### config.mk
export PLATFORM = sky130hd
export DESIGN_NAME = alu_unit
export DESIGN_NICKNAME = d
export VERILOG_FILES = /design/src/logic/ooo_pkg.sv /design/src/logic/alu_unit.sv
export SDC_FILE = /design/constraint.sdc
export NUM_CORES = 1
export LEC_CHECK = 0
export BUFFER_PORTS_ARGS = -buffer_cell sky130_fd_sc_hd__buf_2
export CAP_MARGIN = 10
export CORE_MARGIN = 2
export CORE_UTILIZATION = 60
export DETAILED_ROUTE_END_ITERATION = 10
export PLACE_DENSITY = 0.82
export SLEW_MARGIN = 20
export SYNTH_ARGS = -nofsm -noshare
export SYNTH_HDL_FRONTEND = slang
export SYNTH_SLANG_ARGS = --single-unit
export TNS_END_PERCENT = 5
### constraint.sdc
create_clock -name clk -period 0.8 [get_ports clk]
set_input_delay 0.12 -clock clk [delete_from_list [all_inputs] [get_ports clk]]
set_output_delay 0.12 -clock clk [all_outputs]
set_load 0.03 [all_outputs]
### src/logic/ooo_pkg.sv
package ooo_pkg;

    localparam int XLEN       = 32;
    localparam int NUM_REGS   = 32;
    localparam int REG_W      = 5;
    localparam int ROB_DEPTH  = 16;
    localparam int ROB_PTR_W  = $clog2(ROB_DEPTH);
    localparam int ROB_CNT_W  = ROB_PTR_W + 1;
    localparam int TAG_W      = 5;
    localparam int RS_DEPTH   = 4;
    localparam int RS_IDX_W   = $clog2(RS_DEPTH);
    localparam int MUL_STAGES = 3;

    // ROB entry plus one, zero means no pending producer
    typedef logic [TAG_W-1:0] tag_t;

    typedef enum logic [3:0] {
        ALU_ADD, ALU_SUB, ALU_AND, ALU_OR, ALU_XOR, ALU_SLT,
        ALU_SLL, ALU_SRL, ALU_ADDI, ALU_ANDI, ALU_ORI
    } alu_op_e;

    typedef enum logic {
        MUL_LO,
        MUL_HI
    } mul_op_e;

    // ALU codes come first and line up with alu_op_e
    typedef enum logic [3:0] {
        OP_ADD, OP_SUB, OP_AND, OP_OR, OP_XOR, OP_SLT,
        OP_SLL, OP_SRL, OP_ADDI, OP_ANDI, OP_ORI,
        OP_MUL, OP_MULH
    } op_e;

endpackage

### src/logic/alu_unit.sv
`timescale 1ns/1ps

module alu_unit
    import ooo_pkg::*;
(
    input  logic            clk,
    input  logic            rst,
    input  logic            dispatch,
    input  alu_op_e         op,
    input  tag_t            tag,
    input  logic [XLEN-1:0] a,
    input  logic [XLEN-1:0] b,
    output logic            cdb_a_valid,
    output tag_t            cdb_a_tag,
    output logic [XLEN-1:0] cdb_a_data
);

    logic [XLEN-1:0] result;

    // Immediate forms arrive with the immediate already in b
    always_comb begin
        case (op)
            ALU_ADD, ALU_ADDI: result = a + b;
            ALU_SUB:           result = a - b;
            ALU_AND, ALU_ANDI: result = a & b;
            ALU_OR, ALU_ORI:   result = a | b;
            ALU_XOR:           result = a ^ b;
            ALU_SLT:           result = XLEN'($signed(a) < $signed(b));
            ALU_SLL:           result = a << b[4:0];
            ALU_SRL:           result = a >> b[4:0];
            default:           result = '0;
        endcase
    end

    always_ff @(posedge clk or posedge rst) begin
        if (rst) begin
            cdb_a_valid <= 1'b0;
        end else begin
            cdb_a_valid <= dispatch;
        end
    end

    always_ff @(posedge clk) begin
        if (dispatch) begin
            cdb_a_tag  <= tag;
            cdb_a_data <= result;
        end
    end

endmodule

==> results of run 1 <==
==> timing repair <==
action                                 CTS
resized for setup                      164
pin swaps                               48
endpoints found under the hold margin    6
setup buffers                           16
hold buffers                             6
setup endpoints to repair               70
cloned                                   0
==> per-stage QoR <==
| stage | setup slack (ps) | TNS [ps] | std cells | util (%) | instance area (sq um) |
|---|---|---|---|---|---|
| floorplan | -2050 | -55620 | 1255 | - | 9460 |
| global placement | -2170 | -62650 | 1914 | 87.3 | 13300 |
| detailed placement | -2390 | -66650 | 1914 | 87.3 | 13300 |
| CTS | -1850 | -58880 | 1944 | 93.6 | 14200 |
==> per-layer routing <==
metal / GRT overflow / track usage [%]
met5: 3 / 62.6
met3: 15 / 80.6
met4: 80 / 92.0
met1: 20 / 88.7
met2: 122 / 99.7
==> kinds of logic after synthesis <==
kind of cell	count (synthesis)
AO/OA/AOI/OAI	475
AND/OR/NAND/NOR	368
buffers and inverters	190
adder cells (fa/ha/maj)	102
multiplexers	75
flip-flops	38
XOR/XNOR	7
==> cells in the mapped netlist (all sizes together), types with 12 or more instances <==
| library cell | number |
|---|---|
| o21ai | 98 |
| nand2b | 12 |
| a211oi | 29 |
| mux4 | 30 |
| inv | 93 |
| o22ai | 22 |
| a31oi | 15 |
| a21o | 21 |
| clkbuf | 52 |
| buf | 45 |
| edfxtp | 37 |
| o221ai | 16 |
| o211ai | 19 |
| a221o | 17 |
| nand2 | 110 |
| a221oi | 30 |
| nor3 | 25 |
| nor2b | 12 |
| a21oi | 121 |
| ha | 100 |
| nor2 | 132 |
| mux2i | 40 |
| nand3 | 25 |
==> results.yml, run 1 <==
clock_network:
  cts_buffers: 5
  cts_sinks: 38
  htreeDepth: 2
  clockBufferDepth: 2
  cts_root_buffer: "clkbuf_16"
logic_synthesis:
  syn_nets: 1433
  synth_simple_gate_area_share_pct: 18.0
  ys_warn_count: 0
  synth_top_cell_area_share_pct: 13.4
  synthTopCellsByArea: "ha_1 13%, edfxtp_1 12%, mux4_2 7.2%"
  async_reset_ff_share_pct: 2.63
  synth_top_family_by_area: "compound AO/OA/AOI/OAI gates"
  yosys.area.top_type: "ha_1"
  synth.avg_cell_area_sq_um: 7.45
  yosysUniqueCellTypes: 84
  synth-adder-area-share_pct: 13.8
  synth-compound-area-share_pct: 34.7
  synthMuxAreaShare_pct: 12.2
  synth_edf_count: 37
  yosysSeqAreaShare_pct: 12.2
  syn_area_sq_mm: 0.00935
  ys_ff_latch: 38
  synth-xor-area-share_pct: 0.656
  synth_cells: 1255
  synthFlopType: "edfxtp_1"
floorplanning:
  io_pins: 114
  die_w_um: 129
  die_y_um: 129
  initial_core_util_pct: 61.5
  fp-row-count: 45
global_route:
  grt_pass1_wl_um: 114000
  track_usage_pct: 89.8
  grt_pass1_vias: 18100
  grt_max_degree: 55
  overflow: 240
status:
  error: "[ERROR GRT-0116] Global routing finished with congestion. Check the congestion regions in the DRC Viewer."
  status: "stopped before the end"
  flow.stopped_at: "global routing"
placed_design:
  place.gp.congestion: 1.32
  dp_hpwl_um: 38700
  port_buffers: 113
==> run 2: changes to the inputs <==
Settings changed: CORE_UTILIZATION 60 to 40, PLACE_DENSITY 0.82 to default, PLACE_DENSITY_LB_ADDON from default to 0.15.
==> run 2 against run 1 <==
  * The flow now finishes, with violations (negative setup slack)
  * Synthesized area did not move
  * Synthesized cell count unchanged
==> results.yml, run 2 <==
floorplanning:
  die_y_um: 157
  io_pins: 114
  initial_core_util_pct: 41.0
  fp-row-count: 55
  coreArea_sq_mm: 0.0228
  die_area_sq_mm: 0.0246
  die_w_um: 157
logic_synthesis:
  ys_ff_latch: 38
  synth-compound-area-share_pct: 34.7
  synth_top_family_by_area: "compound AO/OA/AOI/OAI gates"
  synth-xor-area-share_pct: 0.656
  synthTopCellsByArea: "ha_1 13%, edfxtp_1 12%, mux4_2 7.2%"
  synth_edf_count: 37
  async_reset_ff_share_pct: 2.63
  synth_cells: 1255
  synth_top_cell_area_share_pct: 13.4
  yosysUniqueCellTypes: 84
  synthFlopType: "edfxtp_1"
  yosysMostFrequentCell: "nor2_1"
  synth.avg_cell_area_sq_um: 7.45
  synth-adder-area-share_pct: 13.8
  synthMuxAreaShare_pct: 12.2
  syn_area_sq_mm: 0.00935
  syn_nets: 1433
  synth_common_cells: "131 x nor2_1, 120 x a21oi_1, 110 x nand2_1"
  synth_simple_gate_area_share_pct: 18.0
  ys_warn_count: 0
  yosys.area.top_type: "ha_1"
  yosysSeqAreaShare_pct: 12.2
detailed_routing:
  drc: 0
  wire_per_inst_um: 22.4
  drtPass1Iterations: 6
  wl_um: 47000
  antenna_left: 0
  drtIter0Drc: 1533
  num_vias: 12600
  viasPerCell: 5.99
sta:
  slew_viol_final: 0
  finalSetupViolations: 70
  finalHoldViolCount: 0
  slew-limit-headroom_pct: 56.2
  worst_pin_slew_ps: 651
  fin_ws_ps: -1750
  fin_crit_sh_pct: 319
  max_freq_mhz: 392
  fin_crit_ps: 2550
  rsz0062_at_grt: "true"
global_route:
  overflow: 0
  grt_max_degree: 73
  grt_pass1_wl_um: 69300
  grt_pass1_vias: 11700
  antenna_found_initial: 0
  track_usage_pct: 37.1
cells_and_area:
  fillCellCount: 2071
  drive_gt1_share_pct: 44.1
  finalNonFillerCells: 2096
  num-nets-final: 1960
  largest-register: "cdb_a_data"
  top_regs: "cdb_a_data: 32 flops, cdb_a_tag: 5 flops, cdb_a_valid: 1 flops"
  mostFrequentLayoutCells: "482 x buf_4, 124 x nor2_1, 109 x nand2_1"
  area_growth_pct: 59.5
  layout_commonest_cell: "buf_4"
  largest_reg_flops: 32
  diodes: 0
status:
  status: "finished with violations"
  failed_checks: "negative setup slack"
power:
  p_leak_uw: 0.00693
  ir_drop_v: 0.000848
  power_density_mw_per_mm2: 1100
critical_path:
  crit_chain: "buf_8, inv_4, ha_4, fa_2, nor2_4, o221ai_2, a31o_1, o211a_1, buf_6, or2_4, a221o_1, a211o_1"
  cp-end-kind: "flip-flop"
  worst_ep_arrival_time_ps: 2580
  cp.depth: 12
  cp.required_ps: 830
  cp_slowest_stage_delay_ps: 380
  cp-start-kind: "input pin"
  crit_family: "compound AO/OA/AOI/OAI gates"
  path_buf_inv: 3
  cpMaxStageDelayCell: "fa_2"
  worstSetupPathType: "in2reg"
  path_max_fanout: 2
clock_network:
  clk_pin_slew_worst_paths_ps: 60
  htreeDepth: 2
  cts_sinks: 38
  clockBufferDepth: 2
  cts_buffers: 5
  cts_tree: "done"
  cts_root_buffer: "clkbuf_16"
hold_path:
  whs_path_depth: 1
  hold_class: "in2reg"
placed_design:
  dp_hpwl_um: 38300
  dp.cells: 2076
  pre_cts_ws_ps: -2290
  port_buffers: 113
  place.gp.congestion: 1.05
run:
  maxCapViolCount: 0
==> run 2: kinds of logic (layout without fill, tap and decap cells) <==
group | after synthesis | after routing
simple gates | 368 | 368
flops | 38 | 38
fa+ha+maj | 102 | 102
mux | 75 | 75
xor+xnor | 7 | 7
compound gates | 475 | 475
buf+inv | 190 | 718
==> run 2: per-stage QoR <==
stage	setup TNS (ps)	instance area (sq um)	hold WS, ps	util [%]	total power [uW]
floorplan	-55620	9460	-151	-	7510
CTS	-55310	14600	0.272	64.1	15800
global placement	-64260	13700	-41.9	60.3	12300
finish	-55500	14900	2.87	65.5	16400
detailed placement	-64980	13700	-39.7	60.3	12400
global route	-58880	14900	0.536	65.5	17100
==> run 2: path summary, 6_finish.rpt <==
kind	start	to	slack (ps)
max	a[0]	cdb_a_data[16]	-1750
min	tag[0]	cdb_a_tag[0]	3
max in group asynchronous	rst	cdb_a_valid	500
min in group asynchronous	rst	cdb_a_valid	210
==> run 2: layout make-up <==
type	count	area (sq um)	area share, %
multi-input cells	1027	8010	53.7
repair buffers	617	4820	32.3
flip-flops and latches	38	1140	7.62
well taps	313	392	2.63
inverters	93	364	2.44
clock buffers	5	125	0.839
clock inverters	3	63.8	0.428
==> run 2: timing repair <==
action	in CTS	in global routing
endpoints found under the setup margin	70	70
buffers inserted	4	5
resized for setup	169	56
cloned	0	2
endpoints found under the hold margin	1	0
pin swaps	35	32
hold buffers	1	0
==> run 2: metal layers <==
layer | global-route usage, % | part of all wire [%] | vias to the layer above
met3 | 8.09 | 11 | 79
met5 | 0 | 0 | -
met1 | 54.7 | 44 | 5961
met4 | 9.87 | 3.1 | 0
met2 | 54.2 | 42 | 735
li1 | - | - | 5788
==> run 2: report_power, final <==
| group | internal [uW] | leakage (uW) | total [uW] | switching [uW] |
|---|---|---|---|---|
| Sequential | 2520 | 0.000371 | 2640 | 120 |
| Clock | 1780 | 0.0000915 | 2690 | 906 |
| Combinational | 5100 | 0.00647 | 11100 | 5960 |
| Total | 9400 | 0.00693 | 16400 | 6980 |
Power figures use the tool's default switching activity.
==> run 3: changes to the inputs <==
Settings changed: PLACE_DENSITY_LB_ADDON 0.15 to default.
==> run 3 against run 2 <==
  * Critical path type unchanged
  * Final cell count is the same
  * The run still ends with negative setup slack left
  * Total power fell by 5.0%
  * Clock power down 20%
==> results.yml, run 3 (synthesized netlist as in run 2, its figures left out) <==
critical_path:
  worst_ep_arrival_time_ps: 2640
  cp-end-kind: "flip-flop"
  path_max_fanout: 3
  cp-start-kind: "input pin"
  cp.required_ps: 840
  worstSetupPathType: "in2reg"
detailed_routing:
  wire_per_inst_um: 22.2
  num_vias: 12500
  drc: 0
  wl_um: 46600
  antenna_left: 0
  drtIter0Drc: 1409
  viasPerCell: 5.97
  drtPass1Iterations: 6
cells_and_area:
  layout_commonest_cell: "buf_4"
  mostFrequentLayoutCells: "487 x buf_4, 125 x nor2_1, 110 x nand2_1"
  seq_area_sq_mm: 0.00114
  multi_input_comb_area_sq_mm: 0.00784
  diodes: 0
  largest-register: "cdb_a_data"
  drive_gt1_share_pct: 42.3
  fillCellCount: 2059
  num-nets-final: 1960
  top_regs: "cdb_a_data: 32 flops, cdb_a_tag: 5 flops, cdb_a_valid: 1 flops"
  finalNonFillerCells: 2096
  area_growth_pct: 56.4
  largest_reg_flops: 32
floorplanning:
  die_area_sq_mm: 0.0246
  fp-row-count: 55
  die_w_um: 157
  die_y_um: 157
  initial_core_util_pct: 41.0
  coreArea_sq_mm: 0.0228
  io_pins: 114
status:
  failed_checks: "negative setup slack"
  status: "finished with violations"
sta:
  slew-limit-headroom_pct: 53.9
  fin_crit_ps: 2600
  rsz0062_at_grt: "true"
  worst_pin_slew_ps: 684
  finalSetupViolations: 70
  fin_setup_tns_ps: -56850
  finalHoldViolCount: 0
  fin_crit_sh_pct: 325
  fin_ws_ps: -1800
  max_freq_mhz: 385
  holdWs_ps: 3.67
  slew_viol_final: 0
power:
  internal-power_uw: 8710
  sw_frac_of_total_pct: 44.0
  comb_power_share_pct: 69.1
  p_sw_uw: 6850
  power_density_mw_per_mm2: 1060
  seqPwrFrac_pct: 17.0
  total_power_uw: 15600
  ir_drop_v: 0.000761
  pwr-share-clk_pct: 13.9
  p_leak_uw: 0.00685
clock_network:
  cts_tree: "done"
  cts_root_buffer: "clkbuf_16"
  clk_pin_slew_worst_paths_ps: 70
  clockBufferDepth: 2
  htreeDepth: 2
  cts_buffers: 5
  cts_sinks: 38
placed_design:
  pre_cts_ws_ps: -2270
  dp.cells: 2077
  place.gp.congestion: 1.09
  dp_hpwl_um: 38300
  port_buffers: 113
global_route:
  track_usage_pct: 37.6
  antenna_found_initial: 1
  grt_pass1_vias: 11800
  grt_max_degree: 55
  grt_pass1_wl_um: 69500
  overflow: 0
hold_path:
  hold_class: "in2reg"
run:
  maxCapViolCount: 0
[run 3: cell types whose count changed in the layout (fill, tap and decap cells not counted), moves of 3 or more]
cell | previous run | this run
o21ai_1 | 10 | 16
a21oi_1 | 99 | 104
mux2i_2 | 8 | 5
o21ai_2 | 8 | 3
buf_4 | 482 | 487
dlygate4sd3_1 | 1 | 4
buf_6 | 48 | 43
mux2i_1 | 30 | 35
a21oi_2 | 20 | 14
[run 3: cell type report]
| type | instances | area share, % |
|---|---|---|
| clock buffer | 6 | 0.950 |
| timing repair buffer | 617 | 32.4 |
| inverter | 93 | 2.44 |
| multi-input combinational | 1027 | 53.6 |
| sequential | 38 | 7.77 |
| clock inverter | 2 | 0.0856 |
| tap | 313 | 2.68 |
[run 3: worst paths after layout]
kind / from / endpoint / cells past startpoint
setup / recovery: b[0] / cdb_a_data[24] / 12
hold / removal: tag[3] / cdb_a_tag[3] / 1
max in group asynchronous: rst / cdb_a_valid / 3
min in group asynchronous: rst / cdb_a_valid / 3
[run 3: routing by layer]
| layer | vias to the layer above | wire [um] | track usage (%) | share of wire [%] |
|---|---|---|---|---|
| met4 | 0 | 1170 | 9.26 | 2.5 |
| li1 | 5783 | - | - | - |
| met5 | - | 0 | 0 | 0 |
| met3 | 76 | 5100 | 7.75 | 11 |
| met2 | 696 | 19300 | 55.5 | 41 |
| met1 | 5967 | 21000 | 55.5 | 45 |
[run 3: stage by stage]
stage	instance area, sq um	utilization (%)
3_5_place_dp	13700	60.2
4_1_cts	14400	63.4
6_report	14600	64.2
5_1_grt	14600	64.2
2_1_floorplan	9460	-
3_3_place_gp	13700	60.2
[run 3: timing repair]
| action | in CTS | in global routing |
|---|---|---|
| setup buffers | 6 | 1 |
| pin swaps | 27 | 26 |
| endpoints found under the hold margin | 4 | 0 |
| resized for setup | 131 | 44 |
| endpoints found under the setup margin | 70 | 70 |
| hold buffers | 4 | 0 |
[run 3: power groups by stage]
stage                     clock, uW  sequential [uW]  combinational, uW
after floorplan                   0             3150               4360
after global placement            0             2620               9680
after detailed placement          0             2620               9720
after CTS                      2210             2640              10300
after global routing           2230             2670              11400
final                          2160             2640              10800
[run 3: critical path: stages]
cell and delay (ps):
buf_8 110, ha_4 160, fa_2 430, nor2_4 110, o221ai_2 110, a31o_1 280, o211a_1 290, o41a_1 410
o21ai_2 230, a21oi_2 100, a211oi_2 210, o21ai_1 70
==> run 4: changes to the inputs <==
Clock period 0.8 ns to 3 ns, I/O delays scaled along.
==> run 4 against run 3 <==
  * The flow now finishes without violations
  * Utilization shrank 10 points
  * Critical path depth is the same
  * Sequential power shrank 74%
  * Global-route usage shrank 4.0 points
  * Via count shrank 8.0%
  * Wire length shrank 10%
  * Clock power shrank 66%
  * Worst hold slack gained 330 ps
  * Flip-flop and latch count is the same
  * Non-clock buffer count shrank 242
  * Final cell count shrank 12%
  * Combinational power shrank 78%
  * Largest power group unchanged
==> results.yml, run 4 (synthesized netlist as in run 2, its figures left out) <==
global_route:
  track_usage_pct: 33.5
  grt_max_degree: 73
  grt_util_met2_pct: 49.1
  overflow: 0
  busiest_layer: "met1"
  grt_pass1_wl_um: 62700
  antenna_found_initial: 1
  use_met1_pct: 50.3
  gr-usage-met3_pct: 5.82
  grt_pass1_vias: 10600
detailed_routing:
  wire_per_inst_um: 22.6
  num_vias: 11500
  antenna_left: 0
  drtIter0Drc: 1418
  drtPass1Iterations: 7
  drc: 0
  wl_um: 41900
  viasPerCell: 6.21
sta:
  finalHoldViolCount: 0
  worst_pin_slew_ps: 912
  slew_viol_final: 0
  fin_setup_tns_ps: 0
  fin_crit_ps: 2970
  rsz0062_at_grt: "true"
  slew-limit-headroom_pct: 38.6
  fin_crit_sh_pct: 99.0
  finalSetupViolations: 0
  max_freq_mhz: 337
power:
  power_density_mw_per_mm2: 310
  ir_drop_v: 0.000319
  comb_power_share_pct: 62.8
  p_leak_uw: 0.00556
  seqPwrFrac_pct: 18.0
  pwr-share-clk_pct: 19.2
  p_sw_uw: 1690
  sw_frac_of_total_pct: 44.3
  internal-power_uw: 2120
  total_power_uw: 3800
floorplanning:
  coreArea_sq_mm: 0.0228
  initial_core_util_pct: 41.0
  io_pins: 114
  fp-row-count: 55
  die_y_um: 157
  die_w_um: 157
  die_area_sq_mm: 0.0246
hold_path:
  hold_class: "in2reg"
  hp-start: "tag[1]"
placed_design:
  port_buffers: 113
  dp_hpwl_um: 33800
  dpl_cell_area_sq_mm: 0.0119
  place.gp.congestion: 1.09
clock_network:
  cts_root_buffer: "clkbuf_16"
  clockBufferDepth: 2
  cts_sinks: 38
  clk_pin_slew_worst_paths_ps: 60
  cts_buffers: 5
  cts_tree: "done"
  htreeDepth: 2
cells_and_area:
  largest_reg_flops: 32
  largest-register: "cdb_a_data"
  diodes: 0
  top_regs: "cdb_a_data: 32 flops, cdb_a_tag: 5 flops, cdb_a_valid: 1 flops"
  area_growth_pct: 31.3
  num-nets-final: 1718
  fin_area_sq_mm: 0.0123
  drive_gt1_share_pct: 31.0
  layout_commonest_cell: "buf_4"
  mostFrequentLayoutCells: "260 x buf_4, 126 x nor2_1, 118 x a21oi_1"
critical_path:
  worst_ep_arrival_time_ps: 3000
  cpMaxStageDelayCell: "o41a_1"
  path_buf_inv: 3
  cp-end-kind: "flip-flop"
  crit_family: "compound AO/OA/AOI/OAI gates"
  path_max_fanout: 3
  cp-start-kind: "input pin"
  cp.required_ps: 3030
  crit_chain: "buf_8, inv_4, ha_4, fa_2, nor2_4, o221ai_4, a31o_1, o211a_1, o41a_1, buf_4, a221oi_1, o21ai_0"
  startpoint: "a[0]"
  cp_slowest_stage_delay_ps: 510
  worstSetupPathType: "in2reg"
status:
  status: "complete, no violations"
run:
  maxCapViolCount: 0
[run 4: worst paths after layout]
| check | to | slack, ps | depth (start not counted) |
|---|---|---|---|
| max in group asynchronous | cdb_a_valid | 2380 | 3 |
| min | cdb_a_tag[1] | 330 | 1 |
| min in group asynchronous | cdb_a_valid | 530 | 3 |
| max | cdb_a_data[18] | 30 | 12 |
[run 4: per-layer routing]
layer	share of wire [%]	wire length, um
met3	12	4900
met4	2.8	1160
met2	42	17500
met5	0.031	13
met1	44	18300
[run 4: stage by stage]
stage	std cells	hold WS, ps	utilization, %	setup WS [ps]
final	1854	332	53.9	28.7
after global routing	1854	324	53.9	-136
after CTS	1852	328	53.2	-24.9
after detailed placement	1843	284	52.2	-426
after global placement	1843	283	52.2	-339
after floorplan	1255	179	-	-176
[run 4: power by group through the flow]
stage	logic, uW	registers [uW]	clock network (uW)
3_3_place_gp	2250	696	0
5_1_grt	2530	693	755
2_1_floorplan	1160	839	0
4_1_cts	2280	685	741
6_report	2390	684	732
3_5_place_dp	2260	696	0
[run 4: repair_timing]
action	4_1_cts	5_1_grt
endpoints found under the setup margin	7	18
pin swaps	0	20
hold buffers	1	0
setup buffers	0	2
gates resized for setup	4	33
endpoints found under the hold margin	1	0
[run 4: final cells by class]
type                       count  area [sq um]
clock buffer                   5           125
clock inverter                 3          68.8
fill                        2237         10500
inverter                      93           357
multi-input combinational   1027          7620
sequential                    38          1140
tap                          313           392
timing repair buffer         375          2570
