## config.mk

```make
export PLATFORM = sky130hd
export DESIGN_NAME = issue_ctrl
export DESIGN_NICKNAME = d
export VERILOG_FILES = /design/src/logic/ooo_pkg.sv /design/src/logic/issue_ctrl.sv
export SDC_FILE = /design/constraint.sdc
export NUM_CORES = 1
export LEC_CHECK = 0
export ABC_AREA = 1
export ABC_CLOCK_PERIOD_IN_PS = 2900
export BUFFER_PORTS_ARGS = -buffer_cell sky130_fd_sc_hd__buf_4
export CORE_AREA = 3 3 102 104
export DETAILED_ROUTE_END_ITERATION = 7
export DIE_AREA = 0 0 105 107
export GPL_TIMING_DRIVEN = 0
export PLACE_DENSITY_LB_ADDON = 0.1
export SETUP_SLACK_MARGIN = 0.05
export SLEW_MARGIN = 10
export SYNTH_ARGS = -nofsm -noshare
export SYNTH_HDL_FRONTEND = slang
export SYNTH_SLANG_ARGS = --single-unit
export TNS_END_PERCENT = 1
```

## constraint.sdc

```tcl
create_clock -name vclk -period 2.9
set_clock_uncertainty 0.2 [all_clocks]
set_input_delay 0.58 -clock vclk [all_inputs]
set_output_delay 0.58 -clock vclk [all_outputs]
set_load 0.01 [all_outputs]
```

## src/logic/ooo_pkg.sv

```systemverilog
package ooo_pkg;

    localparam int XLEN       = 32;
    localparam int NUM_REGS   = 32;
    localparam int REG_W      = 5;
    localparam int ROB_DEPTH  = 16;
    localparam int ROB_PTR_W  = $clog2(ROB_DEPTH);
    localparam int ROB_CNT_W  = ROB_PTR_W + 1;
    localparam int TAG_W      = 5;
    localparam int RS_DEPTH   = 4;
    localparam int RS_IDX_W   = $clog2(RS_DEPTH);
    localparam int MUL_STAGES = 3;

    // ROB entry plus one, zero means no pending producer
    typedef logic [TAG_W-1:0] tag_t;

    typedef enum logic [3:0] {
        ALU_ADD, ALU_SUB, ALU_AND, ALU_OR, ALU_XOR, ALU_SLT,
        ALU_SLL, ALU_SRL, ALU_ADDI, ALU_ANDI, ALU_ORI
    } alu_op_e;

    typedef enum logic {
        MUL_LO,
        MUL_HI
    } mul_op_e;

    // ALU codes come first and line up with alu_op_e
    typedef enum logic [3:0] {
        OP_ADD, OP_SUB, OP_AND, OP_OR, OP_XOR, OP_SLT,
        OP_SLL, OP_SRL, OP_ADDI, OP_ANDI, OP_ORI,
        OP_MUL, OP_MULH
    } op_e;

endpackage

```

## src/logic/issue_ctrl.sv

```systemverilog
`timescale 1ns/1ps

module issue_ctrl
    import ooo_pkg::*;
(
    input  logic             issue_valid,
    input  op_e              issue_op,
    input  logic [REG_W-1:0] issue_rd,
    input  logic [REG_W-1:0] issue_rs,
    input  logic [REG_W-1:0] issue_rt,
    input  logic [15:0]      issue_imm,
    input  logic             rob_full,
    input  logic             alu_rs_full,
    input  logic             mul_rs_full,
    input  tag_t             alloc_tag,
    input  logic [XLEN-1:0]  rs_value,
    input  logic [XLEN-1:0]  rt_value,
    input  tag_t             rs_tag,
    input  tag_t             rt_tag,
    input  logic             lookup_ready_1,
    input  logic             lookup_ready_2,
    input  logic [XLEN-1:0]  lookup_data_1,
    input  logic [XLEN-1:0]  lookup_data_2,
    output logic             issue_ready,
    output logic             alloc,
    output logic             rename_en,
    output logic             alu_insert,
    output logic             mul_insert,
    output alu_op_e          alu_op,
    output mul_op_e          mul_op,
    output tag_t             src1_tag,
    output logic [XLEN-1:0]  src1_val,
    output tag_t             src2_tag,
    output logic [XLEN-1:0]  src2_val
);

    logic            is_mul;
    logic            is_imm;
    logic [XLEN-1:0] imm_ext;

    // Register value, ROB result or the tag to wait for
    function automatic logic [TAG_W+XLEN-1:0] operand(
        input logic            no_wait,
        input tag_t            t,
        input logic [XLEN-1:0] v,
        input logic            rdy,
        input logic [XLEN-1:0] fwd
    );
        if (no_wait || t == '0) return {{TAG_W{1'b0}}, v};
        if (rdy) return {{TAG_W{1'b0}}, fwd};
        return {t, {XLEN{1'b0}}};
    endfunction

    assign is_mul  = issue_op == OP_MUL || issue_op == OP_MULH;
    assign is_imm  = issue_op inside {OP_SLL, OP_SRL, OP_ADDI, OP_ANDI, OP_ORI};
    assign imm_ext = (issue_op == OP_ADDI) ? {{16{issue_imm[15]}}, issue_imm}
                                           : {16'd0, issue_imm};

    assign issue_ready = !(rob_full || (is_mul ? mul_rs_full : alu_rs_full));
    assign alloc       = issue_valid && issue_ready;
    assign rename_en   = alloc && issue_rd != '0;
    assign alu_insert  = alloc && !is_mul;
    assign mul_insert  = alloc && is_mul;
    assign alu_op      = alu_op_e'(issue_op);
    assign mul_op      = (issue_op == OP_MULH) ? MUL_HI : MUL_LO;

    assign {src1_tag, src1_val} = operand(issue_rs == '0, rs_tag, rs_value,
                                          lookup_ready_1, lookup_data_1);
    assign {src2_tag, src2_val} = is_imm ? {{TAG_W{1'b0}}, imm_ext}
                                         : operand(issue_rt == '0, rt_tag, rt_value,
                                                   lookup_ready_2, lookup_data_2);

endmodule

```

## Word-level counts from Yosys, hierarchy flattened

Cells that the tools add are included.

| storage, ports and cells | value |
|---|---|
| logic and storage cells | 41 |
| flip-flop bits (word level) | 0 |
| bits of input ports | 184 |
| output and inout bits | 84 |

| operators by class | value |
|---|---|
| muxes and demuxes | 18 |
| equal/unequal tests | 7 |
| reduce and logical (&&, ||, !) cells | 16 |

Operators by type and width:

| cell | number |
|---|---|
| 37-bit 2-to-1 mux | 9 |
| 32-bit 2-to-1 mux | 1 |
| 4-bit equality test, second input constant | 5 |
| 5-bit zero test | 4 |
| 5-bit nonzero test | 2 |
| 4-bit by 3-bit equality test with 1-bit output, second input constant | 2 |
| 1-bit 2-to-1 mux | 8 |
| 1-bit logical AND | 4 |
| 1-bit logical OR | 4 |
| 1-bit zero test | 2 |

## Logic depth before layout (Yosys ltp)

Gate-level depths: netlist (run 1).

| logic depth | value |
|---|---|
| depth after elaboration | 7 |
| gate-level depth with buffers | 8 |
| depth with buffers taken out | 7 |

## Worst setup path before layout (run 1)

No wires, ideal clock.

| timing | value |
|---|---|
| path type | in2out |
| start point | in lookup_ready_1 |
| end point | out src1_val[2] |
| slack | 0.791 ns |
| stages | 4 |
| buffers on the path | 2 |
| required time | 2.120 ns |
| arrival | 1.329 ns |
| cell sequence | buf_2 clkbuf_1 nand2_1 o21ai_0 |

| between the ends | value |
|---|---|
| cells in the longest elaborated chain, start to end | 4 |
| elaborated cells on any way between the ends | 5 |
| those cells by class | mux (5) |

RTL lines:

| element | RTL line | text |
|---|---|---|
| start: declaration | issue_ctrl.sv:20 | `input logic lookup_ready_1,` |
| 1-bit 2-to-1 mux (2 in a row) | issue_ctrl.sv:50 | `if (rdy) return {{TAG_W{1'b0}}, fwd};` |
| 37-bit 2-to-1 mux (*) | issue_ctrl.sv:51 | `return {t, {XLEN{1'b0}}};` |
| 37-bit 2-to-1 mux (*) | issue_ctrl.sv:50 |  |
| end: declaration | issue_ctrl.sv:32 | `output logic [XLEN-1:0] src1_val,` |

Every way passes the cells marked *; elsewhere a longest branch is shown, timed or not. The select of a mux whose other input is x is not followed.

## Worst setup path in the final report (run 1)

| timing | value |
|---|---|
| start point | in rt_tag[1] |
| end point | out src2_val[31] |

| between the ends | value |
|---|---|
| cells in the longest elaborated chain, start to end | 5 |

RTL lines:

| element | RTL line | text |
|---|---|---|
| start: declaration | issue_ctrl.sv:19 | `input tag_t rt_tag,` |
| 5-bit zero test | issue_ctrl.sv:49 | `if (no_wait \|\| t == '0) return {{TAG_W{1'b0}}, v};` |
| 1-bit logical OR | issue_ctrl.sv:49 |  |
| 1-bit 2-to-1 mux | issue_ctrl.sv:49 |  |
| 37-bit 2-to-1 mux | issue_ctrl.sv:50 |  |
| 37-bit 2-to-1 mux | issue_ctrl.sv:69 | `assign {src2_tag, src2_val} = is_imm ? {{TAG_W{1'b0}}, imm_ext}` |
| end: declaration | issue_ctrl.sv:34 | `output logic [XLEN-1:0] src2_val` |

No other way between the ends.

==> tab_implementation.tex, run 1 <==
\begin{tabular}{lr}
\hline
Metric & Value \\
\hline
\multicolumn{2}{l}{\textbf{STA}} \\
\quad Final worst-path setup slack & between 300 and 400 ps \\
\quad Slew at the pin with the worst max-slew slack & 513.3 ps \\
\quad Time the worst path needs with I/O delays and setup & between 2000 and 3000 ps \\
\quad Final worst hold slack & 1211 ps \\
\quad Number of max-slew violations in the final report & 0 \\
\quad Final setup vio count & 0 \\
\quad Fraction of the cycle the final worst path needs & 87.03\% \\
\quad Achievable clock frequency & 396.2 MHz \\
\quad RSZ-0062 raised after global routing & no \\
\quad Hold violation count in the final report & 0 \\
\quad Rel. slew slack & 65.78\% \\
\quad Setup TNS & 0 ps \\
\multicolumn{2}{l}{\textbf{Logic synthesis}} \\
\quad Number of different library cells in the post-synthesis netlist & 22 \\
\quad Number of instances in the synthesized netlist & approximately 400 \\
\quad Proportion of synthesized chip area in sequential cells & 0\% \\
\quad Mean cell area of the mapped netlist & 4.822 um\^{}2 \\
\quad Synthesized cell area & 1943 um\^{}2 \\
\quad Post-Syn Nets & 587 \\
\quad Yosys warnings & 0 \\
\multicolumn{2}{l}{\textbf{Worst setup path}} \\
\quad Worst path required time & between 2000 and 2500 ps \\
\quad Destination of the critical timing path & src2\_val[31] \\
\quad Crit Path Max Fanout & 10 \\
\quad Worst Path Class, Setup & primary input to output port \\
\quad Worst endpoint data arrival time & 1740 ps \\
\quad Kind of end point of the critical path & output port \\
\quad Launching element type of the critical path & primary input \\
\quad Critical path launch point & rt\_tag[1] \\
\multicolumn{2}{l}{\textbf{GRT}} \\
\quad Initial antenna violation count & 0 \\
\quad Number of global-route vias before repair & 3,264 \\
\quad Total grt overflow & 0 \\
\quad Global-route wire length before repair & 16.26 mm \\
\quad Pin count of the biggest net entering global routing & 11 \\
\quad All-Layer GR Usage & between 15 and 20\% \\
\multicolumn{2}{l}{\textbf{Status}} \\
\quad Result of the run & finished clean \\
\multicolumn{2}{l}{\textbf{Floorplan}} \\
\quad Starting utilization of the core area & 20.16\% \\
\quad Core area & 9639 um\^{}2 \\
\quad Horiz. Die Dim & approximately 110 um \\
\quad Site Rows & 36 \\
\quad Height of the chip & $\sim$110 um \\
\quad Area of the die & 11,240 um\^{}2 \\
\quad Number of ports placed on the die boundary & 268 \\
\multicolumn{2}{l}{\textbf{Finish}} \\
\quad Most frequent standard cell in the layout excluding fill and tap cells & buf\_4 \\
\quad Final antenna diode count & 0 \\
\quad Post-synthesis to final-layout area growth & 109.4\% \\
\quad Fraction of final layout cells with drive strength greater than 1 & between 50\% and 60\% \\
\quad FF+latch count & 0 \\
\quad Number of nets at the end of the flow & 850 \\
\quad Count of clock buffers in the final design & 0 \\
\quad Commonest non-fill, non-tap cells in the layout & buf\_4, nand2\_1, nand3\_1 \\
\quad Sequential cell area & 0 um\^{}2 \\
\quad Fill cell count & 1,122 \\
\multicolumn{2}{l}{\textbf{Drt}} \\
\quad Post-DR vias/cell & around 4.3 \\
\quad Vias post-DR & 3,416 \\
\quad Total Routed Length & between 10 and 15 mm \\
\quad Detailed Routing Iterations Pass 1 & 4 \\
\quad Number of DRC violations after detailed-routing iteration 0 & 155 \\
\quad Detailed-route DRC error count & 0 \\
\quad Average wire length per cell after detail routing & 13.09 um \\
\quad ANT nets after route & 0 \\
\multicolumn{2}{l}{\textbf{Placement}} \\
\quad Final weighted congestion in routability-driven placement & 0.8057 \\
\quad Port-buffer cells & about 260 \\
\quad Placed wire-length estimate after detailed placement & 9.191 mm \\
\quad Place WS & 364.1 ps \\
\multicolumn{2}{l}{\textbf{Hold path}} \\
\quad Startpoint of the most critical hold path & rob\_full \\
\quad HP Class & primary input to output port \\
\multicolumn{2}{l}{\textbf{Clocking}} \\
\quad Number of resized instances in the post-cts repair step & 0 \\
\quad Post-CTS Hold Fix Bufs & 0 \\
\quad Post-CTS setup buffers & 0 \\
\multicolumn{2}{l}{\textbf{Power and ir drop}} \\
\quad Power density of the placed cells & 151.0 nW/um\^{}2 \\
\quad Leakage Power & 0.002490 uW \\
\quad Worst VDD drop & 56.43 uV \\
\multicolumn{2}{l}{\textbf{Job}} \\
\quad Maximum Capacitance Violations & 0 \\
\hline
\end{tabular}
-- worst min path at each step --
stage / endpoint / slack [ps] / cells after the start
final: issue_ready / 1210 / 3
after global routing: issue_ready / 1230 / 3
after CTS: issue_ready / 1210 / 3
after detailed placement: issue_ready / 1210 / 3
after global placement: issue_ready / 1210 / 3
after floorplan: issue_ready / 1010 / 1
-- cells by family (layout without fill, tap and decap cells) --
kind of cell	after synthesis	count (layout)	synth area share (%)
and+or+nand+nor	290	290	64.65
AOI/OAI and AO/OA	33	33	14.10
buffers and inverters	80	341	21.25
-- synth_stat cells --
master,count,area share [%]
buf_12,1,1.0
buf_2,11,2.8
buf_4,7,2.7
buf_6,7,4.1
clkbuf_1,7,1.4
clkbuf_4,1,0.39
inv_1,44,8.5
inv_2,2,0.39
nand2_1,180,35
nand2_2,12,3.9
nand2_4,1,0.58
nand3_1,71,18
nand3b_2,1,0.58
nand4_1,1,0.32
nor2_1,14,2.7
nor2_4,1,0.58
nor3_1,6,1.5
nor3_2,2,1.0
nor3b_1,1,0.39
o21ai_0,6,1.5
o21ai_2,26,12
o21ai_4,1,0.84
-- stage by stage --
| stage | instance area (um^2) | power [uW] | std cells | utilization [%] |
|---|---|---|---|---|
| after floorplan | 1943 | 251.3 | 403 | - |
| after global placement | 4069 | 615.2 | 797 | 42.21 |
| after detailed placement | 4069 | 619.5 | 797 | 42.21 |
| after CTS | 4069 | 622.1 | 797 | 42.21 |
| after global routing | 4069 | 674.7 | 797 | 42.21 |
| final | 4069 | 614.5 | 797 | 42.21 |
-- per-layer routing --
metal | track usage, % | vias to the layer above | wire (um)
li1 | - | 1777 | -
met4 | 1.125 | 0 | 84
met2 | 31.76 | 160 | 5271
met1 | 21.46 | 1473 | 4285
met5 | 0 | - | 0
met3 | 2.649 | 6 | 788
-- layout make-up --
type,count,area [um^2],area share [%]
buffer,34,240.2,5.904
inverter,46,172.7,4.244
multi-input combinational,323,1530,37.61
tap,133,166.4,4.090
timing repair buffer,261,1959,48.16
-- critical path: stages --
cell      delay (ps)
buf_4            110
nor2_1           140
nand3b_2         180
nand2_4          180
buf_4            190
nand2_1           60
nand3_1           70
nand2_1           60
buf_4            160
-- report_power, final --
group	internal [uW]	switching (uW)
Clock	0	0
Combinational	348	266
Sequential	0	0
Total	348	266
No activity file was read; power rests on OpenSTA's default activity.
==> inputs of run 2 (changes only) <==
Settings changed: CORE_AREA 3 3 102 104 to 2 2 104 106, DIE_AREA 0 0 105 107 to 0 0 106 108.
==> run 2 against run 1 <==
Against the previous run:
- first-iteration DRC count down 25%
- highest routed layer unchanged
- design area about the same
- combinational power about the same
- critical path depth down 2
- via count about the same
- fmax down 1.3%
- worst setup slack worse by 33 ps
- utilization down 2.4 points
- non-clock buffer count unchanged
- global-route usage down 0.25 points
- largest power group unchanged
- die area up 1.9%
- sequential share of layout area unchanged
==> tab_implementation.tex, run 2 (same netlist as run 1, synthesis figures left out) <==
\begin{tabular}{lr}
\hline
Metric & Value \\
\hline
\multicolumn{2}{l}{\textbf{Status}} \\
\quad Result of the run & finished clean \\
\multicolumn{2}{l}{\textbf{Placement}} \\
\quad Placed Area & 4073 um\^{}2 \\
\quad Port-buffer cells & 261 \\
\quad Placed wire-length estimate after detailed placement & 9.080 mm \\
\quad Final weighted congestion in routability-driven placement & between 0.7 and 0.8 \\
\multicolumn{2}{l}{\textbf{STA}} \\
\quad Final worst hold slack & between 1000 and 1500 ps \\
\quad Time the worst path needs with I/O delays and setup & between 2000 and 3000 ps \\
\quad Number of max-slew violations in the final report & 0 \\
\quad Achievable clock frequency & 391.0 MHz \\
\quad Fraction of the cycle the final worst path needs & 88.18\% \\
\quad Slew at the pin with the worst max-slew slack & 490.0 ps \\
\quad Final setup vio count & 0 \\
\quad Hold violation count in the final report & 0 \\
\quad RSZ-0062 raised after global routing & no \\
\quad Setup TNS & 0 ps \\
\quad Rel. slew slack & 67.33\% \\
\multicolumn{2}{l}{\textbf{Floorplan}} \\
\quad Core area & 10,230 um\^{}2 \\
\quad Horiz. Die Dim & $\sim$110 um \\
\quad Starting utilization of the core area & 18.99\% \\
\quad Height of the chip & approximately 110 um \\
\quad Site Rows & 37 \\
\quad Area of the die & 11,450 um\^{}2 \\
\quad Number of ports placed on the die boundary & 268 \\
\multicolumn{2}{l}{\textbf{Power and ir drop}} \\
\quad Comb pwr share & 100.0\% \\
\quad Sw power & about 270 uW \\
\quad Switching share of power & between 40 and 50\% \\
\quad Internal power consumption & 348.1 uW \\
\quad Worst VDD drop & between 50 and 60 uV \\
\quad Leakage Power & roughly 0.0025 uW \\
\quad Share of power burned in registers & 0\% \\
\quad Fraction of power consumed by the clock network & 0\% \\
\quad Power density of the placed cells & 150.6 nW/um\^{}2 \\
\multicolumn{2}{l}{\textbf{GRT}} \\
\quad GR Layer Usage met2 & 33.13\% \\
\quad Pin count of the biggest net entering global routing & 11 \\
\quad Met1 routing resource usage after global routing & about a fifth \\
\quad All-Layer GR Usage & between 10\% and 20\% \\
\quad Global-route wire length before repair & 16.04 mm \\
\quad Number of global-route vias before repair & 3,389 \\
\quad Total grt overflow & 0 \\
\quad Most used routing layer & met2 \\
\quad Met3 Usage GRT & 3.074\% \\
\quad Initial antenna violation count & 0 \\
\multicolumn{2}{l}{\textbf{Finish}} \\
\quad Count of clock buffers in the final design & 0 \\
\quad Commonest non-fill, non-tap cells in the layout & buf\_4, nand2\_1, nand3\_1 \\
\quad Number of nets at the end of the flow & 850 \\
\quad Fraction of final layout cells with drive strength greater than 1 & between 50\% and 60\% \\
\quad Fill cell count & roughly 1,200 \\
\quad Sequential cell area & 0 um\^{}2 \\
\quad Most frequent standard cell in the layout excluding fill and tap cells & buf\_4 \\
\quad Final instance area & 4073 um\^{}2 \\
\quad FF+latch count & 0 \\
\quad Post-synthesis to final-layout area growth & 109.6\% \\
\quad Final core utilization & 39.81\% \\
\quad Final antenna diode count & 0 \\
\multicolumn{2}{l}{\textbf{Worst setup path}} \\
\quad Delay-heaviest family, CP & buffers and inverters \\
\quad Worst Path Class, Setup & primary input to output port \\
\quad Critical path cell sequence & buf\_4, inv\_1, nor2\_4, nand3\_1, clkbuf\_1, nand2\_1, buf\_4 \\
\quad Crit Path Max Fanout & 10 \\
\quad Worst path required time & approximately 2100 ps \\
\quad Launching element type of the critical path & primary input \\
\quad Count of buffering cells on the critical path with inverters included & 4 \\
\quad Most repeated library cell on the critical path & buf\_4 \\
\quad Kind of end point of the critical path & output port \\
\quad Worst endpoint data arrival time & 1780 ps \\
\quad Longest individual stage delay on the worst path & about 430 ps \\
\quad Slowest-stage cell, CP & clkbuf\_1 \\
\quad Critical path launch point & issue\_op[3] \\
\multicolumn{2}{l}{\textbf{Drt}} \\
\quad Average wire length per cell after detail routing & 13.15 um \\
\quad Detailed-route DRC error count & 0 \\
\quad Post-DR vias/cell & 4.269 \\
\quad ANT nets after route & 0 \\
\quad Vias post-DR & 3,415 \\
\quad Detailed Routing Iterations Pass 1 & 4 \\
\quad Total Routed Length & 10.52 mm \\
\quad Number of DRC violations after detailed-routing iteration 0 & 117 \\
\multicolumn{2}{l}{\textbf{Hold path}} \\
\quad HP Class & primary input to output port \\
\quad Startpoint of the most critical hold path & rob\_full \\
\multicolumn{2}{l}{\textbf{Clocking}} \\
\quad Post-CTS Hold Fix Bufs & 0 \\
\quad Number of resized instances in the post-cts repair step & 0 \\
\quad Post-CTS setup buffers & 0 \\
\multicolumn{2}{l}{\textbf{Job}} \\
\quad Maximum Capacitance Violations & 0 \\
\hline
\end{tabular}
[run 2: cell counts in the layout (fill, tap and decap cells not counted)]
Identical to the previous run, type by type.
[run 2: power by group through the flow]
| stage | Sequential, uW | Combinational [uW] | Clock [uW] |
|---|---|---|---|
| after floorplan | 0 | 251 | 0 |
| after global routing | 0 | 671 | 0 |
| after CTS | 0 | 622 | 0 |
| after global placement | 0 | 615 | 0 |
| final | 0 | 614 | 0 |
| after detailed placement | 0 | 620 | 0 |
[run 2: area by class of cell]
type               count  area, um^2  area share (%)
repair buffers       261        1959           48.11
plain buffers         34       240.2           5.899
well taps            136       170.2           4.178
multi-input cells    323        1530           37.57
inverters             46       172.7           4.240
[run 2: final timing paths]
| path | end | slack [ps] | cells past startpoint |
|---|---|---|---|
| worst max-delay path | src2_val[23] | 340 | 7 |
| worst min-delay path | issue_ready | 1210 | 3 |
[run 2: routing by layer]
metal	part of all wire (%)	wire, um
met4	0.99	104
met1	40	4243
met5	0	0
met2	51	5375
met3	7.6	797
[run 2: through the flow]
step	power (uW)	worst slack, ps	cells
6_report	613.5	342.7	800
5_1_grt	671.5	223.4	800
4_1_cts	622.4	342.7	800
3_5_place_dp	619.8	343.1	800
3_3_place_gp	615.3	344.7	800
2_1_floorplan	251.3	791.3	403
==> inputs of run 3 (changes only) <==
Settings changed: PLACE_DENSITY_LB_ADDON 0.1 to unset, SLEW_MARGIN 10 to unset.
==> run 3 against run 2 <==
Against the previous run:
- via count rose by 2.7%
- utilization stayed put
- global-route usage is 0.32 points higher
- fmax increased by 0.47%
- routed wire length rose by 2.3%
- design area is the same
- sequential share of layout area unchanged
- non-clock buffer count unchanged
- final cell count is the same
- first-iteration DRC count is 21% higher
- combinational power grew 1%
- total power up 1.3%
==> tab_implementation.tex, run 3 (same netlist as run 1, synthesis figures left out) <==
\begin{tabular}{lr}
\hline
Metric & Value \\
\hline
\multicolumn{2}{l}{\textbf{Status}} \\
\quad Result of the run & finished clean \\
\multicolumn{2}{l}{\textbf{Worst setup path}} \\
\quad Most repeated library cell on the critical path & buf\_4 \\
\quad Launching element type of the critical path & primary input \\
\quad Kind of end point of the critical path & output port \\
\quad Slowest-stage cell, CP & buf\_4 \\
\quad Critical path cell sequence & buf\_4, nor2\_1, nand3b\_2, nand2\_4, buf\_4, nand2\_1, nand3\_1, nand2\_1, buf\_4 \\
\quad Worst endpoint data arrival time & 1770 ps \\
\quad Worst Path Class, Setup & primary input to output port \\
\quad Crit Path Max Fanout & 10 \\
\quad Longest individual stage delay on the worst path & 210 ps \\
\quad Worst path required time & 2120 ps \\
\multicolumn{2}{l}{\textbf{Floorplan}} \\
\quad Core area & 10,230 um\^{}2 \\
\quad Height of the chip & 108 um \\
\quad Starting utilization of the core area & 18.99\% \\
\quad Area of the die & between 10,000 and 15,000 um\^{}2 \\
\quad Number of ports placed on the die boundary & 268 \\
\quad Horiz. Die Dim & between 100 and 150 um \\
\quad Site Rows & 37 \\
\multicolumn{2}{l}{\textbf{Finish}} \\
\quad Count of clock buffers in the final design & 0 \\
\quad Sequential cell area & 0 um\^{}2 \\
\quad Number of nets at the end of the flow & 850 \\
\quad Post-synthesis to final-layout area growth & 109.6\% \\
\quad FF+latch count & 0 \\
\quad Final antenna diode count & 0 \\
\quad Commonest non-fill, non-tap cells in the layout & buf\_4, nand2\_1, nand3\_1 \\
\quad Final cell count without fillers & 800 \\
\quad Most frequent standard cell in the layout excluding fill and tap cells & buf\_4 \\
\quad Fraction of final layout cells with drive strength greater than 1 & 50.30\% \\
\multicolumn{2}{l}{\textbf{GRT}} \\
\quad All-Layer GR Usage & 17.09\% \\
\quad Number of global-route vias before repair & 3,352 \\
\quad Total grt overflow & 0 \\
\quad Global-route wire length before repair & 16.11 mm \\
\quad Pin count of the biggest net entering global routing & 11 \\
\quad Initial antenna violation count & 0 \\
\multicolumn{2}{l}{\textbf{Power and ir drop}} \\
\quad Power density of the placed cells & $\sim$150 nW/um\^{}2 \\
\quad Worst VDD drop & 96.39 uV \\
\quad Leakage Power & 0.002490 uW \\
\multicolumn{2}{l}{\textbf{Hold path}} \\
\quad HP Class & primary input to output port \\
\multicolumn{2}{l}{\textbf{Drt}} \\
\quad Vias post-DR & between 3,000 and 4,000 \\
\quad Detailed Routing Iterations Pass 1 & 5 \\
\quad Number of DRC violations after detailed-routing iteration 0 & between 100 and 150 \\
\quad Wire length on met2 & 5.576 mm \\
\quad Routed length on met1 & approximately 4.0 mm \\
\quad Highest routed layer & met4 \\
\quad Total Routed Length & 10.76 mm \\
\quad ANT nets after route & 0 \\
\quad DR WL met3 & 1.145 mm \\
\quad Detailed-route DRC error count & 0 \\
\quad Average wire length per cell after detail routing & 13.46 um \\
\quad Post-DR vias/cell & 4.385 \\
\multicolumn{2}{l}{\textbf{STA}} \\
\quad Setup TNS & 0 ps \\
\quad Achievable clock frequency & 392.9 MHz \\
\quad Rel. slew slack & between 60\% and 70\% \\
\quad Time the worst path needs with I/O delays and setup & 2545 ps \\
\quad Final setup vio count & 0 \\
\quad Fraction of the cycle the final worst path needs & 87.77\% \\
\quad RSZ-0062 raised after global routing & no \\
\quad Hold violation count in the final report & 0 \\
\quad Slew at the pin with the worst max-slew slack & 518.9 ps \\
\quad Number of max-slew violations in the final report & 0 \\
\multicolumn{2}{l}{\textbf{Placement}} \\
\quad Port-buffer cells & $\sim$260 \\
\quad Placed cells & 800 \\
\quad Final weighted congestion in routability-driven placement & 0.8935 \\
\quad Placed wire-length estimate after detailed placement & 9.335 mm \\
\multicolumn{2}{l}{\textbf{Clocking}} \\
\quad Number of resized instances in the post-cts repair step & 0 \\
\quad Post-CTS setup buffers & 0 \\
\quad Post-CTS Hold Fix Bufs & 0 \\
\multicolumn{2}{l}{\textbf{Job}} \\
\quad Maximum Capacitance Violations & 0 \\
\hline
\end{tabular}
-- run 3: cell counts in the layout (fill, tap and decap cells not counted) --
Identical to the previous run, type by type.
-- run 3: critical path, delay by kind of cell --
kind	cells	cell delay (ps)
simple gates	6	710
buf+inv	3	470
-- run 3: worst paths after layout --
| path | startpoint | to | slack (ps) | depth (start not counted) |
|---|---|---|---|---|
| worst max-delay path | rt_tag[3] | src2_val[10] | 350 | 9 |
| worst min-delay path | rob_full | issue_ready | 1210 | 3 |
-- run 3: area by class of cell --
cell class | instances | area [um^2]
Buffer | 34 | 240.2
Fill cell | 1111 | 6158
Inverter | 46 | 172.7
Multi-Input combinational cell | 323 | 1530
Tap cell | 136 | 170.2
Timing Repair Buffer | 261 | 1959
-- run 3: power by group --
group          internal (uW)  switching (uW)  total, uW
sequential                 0               0          0
clock                      0               0          0
combinational            348             273        621
total                    348             273        621
-- run 3: metal layers --
metal  global-route usage (%)  vias up
met1                    19.16     1521
li1                         -     1771
met3                    4.641       12
met2                    34.01      204
met4                   0.1880        0
met5                        0        -
-- run 3: through the flow --
stage | power (uW) | area (um^2) | setup WS [ps] | util [%] | hold slack, ps
3_3_place_gp | 624.7 | 4073 | 339.7 | 39.81 | 1207
6_report | 621.4 | 4073 | 354.8 | 39.81 | 1208
5_1_grt | 677.7 | 4073 | 262.1 | 39.81 | 1232
2_1_floorplan | 251.3 | 1943 | 791.3 | - | 1008
3_5_place_dp | 626.1 | 4073 | 346.7 | 39.81 | 1207
4_1_cts | 628.8 | 4073 | 338.7 | 39.81 | 1209
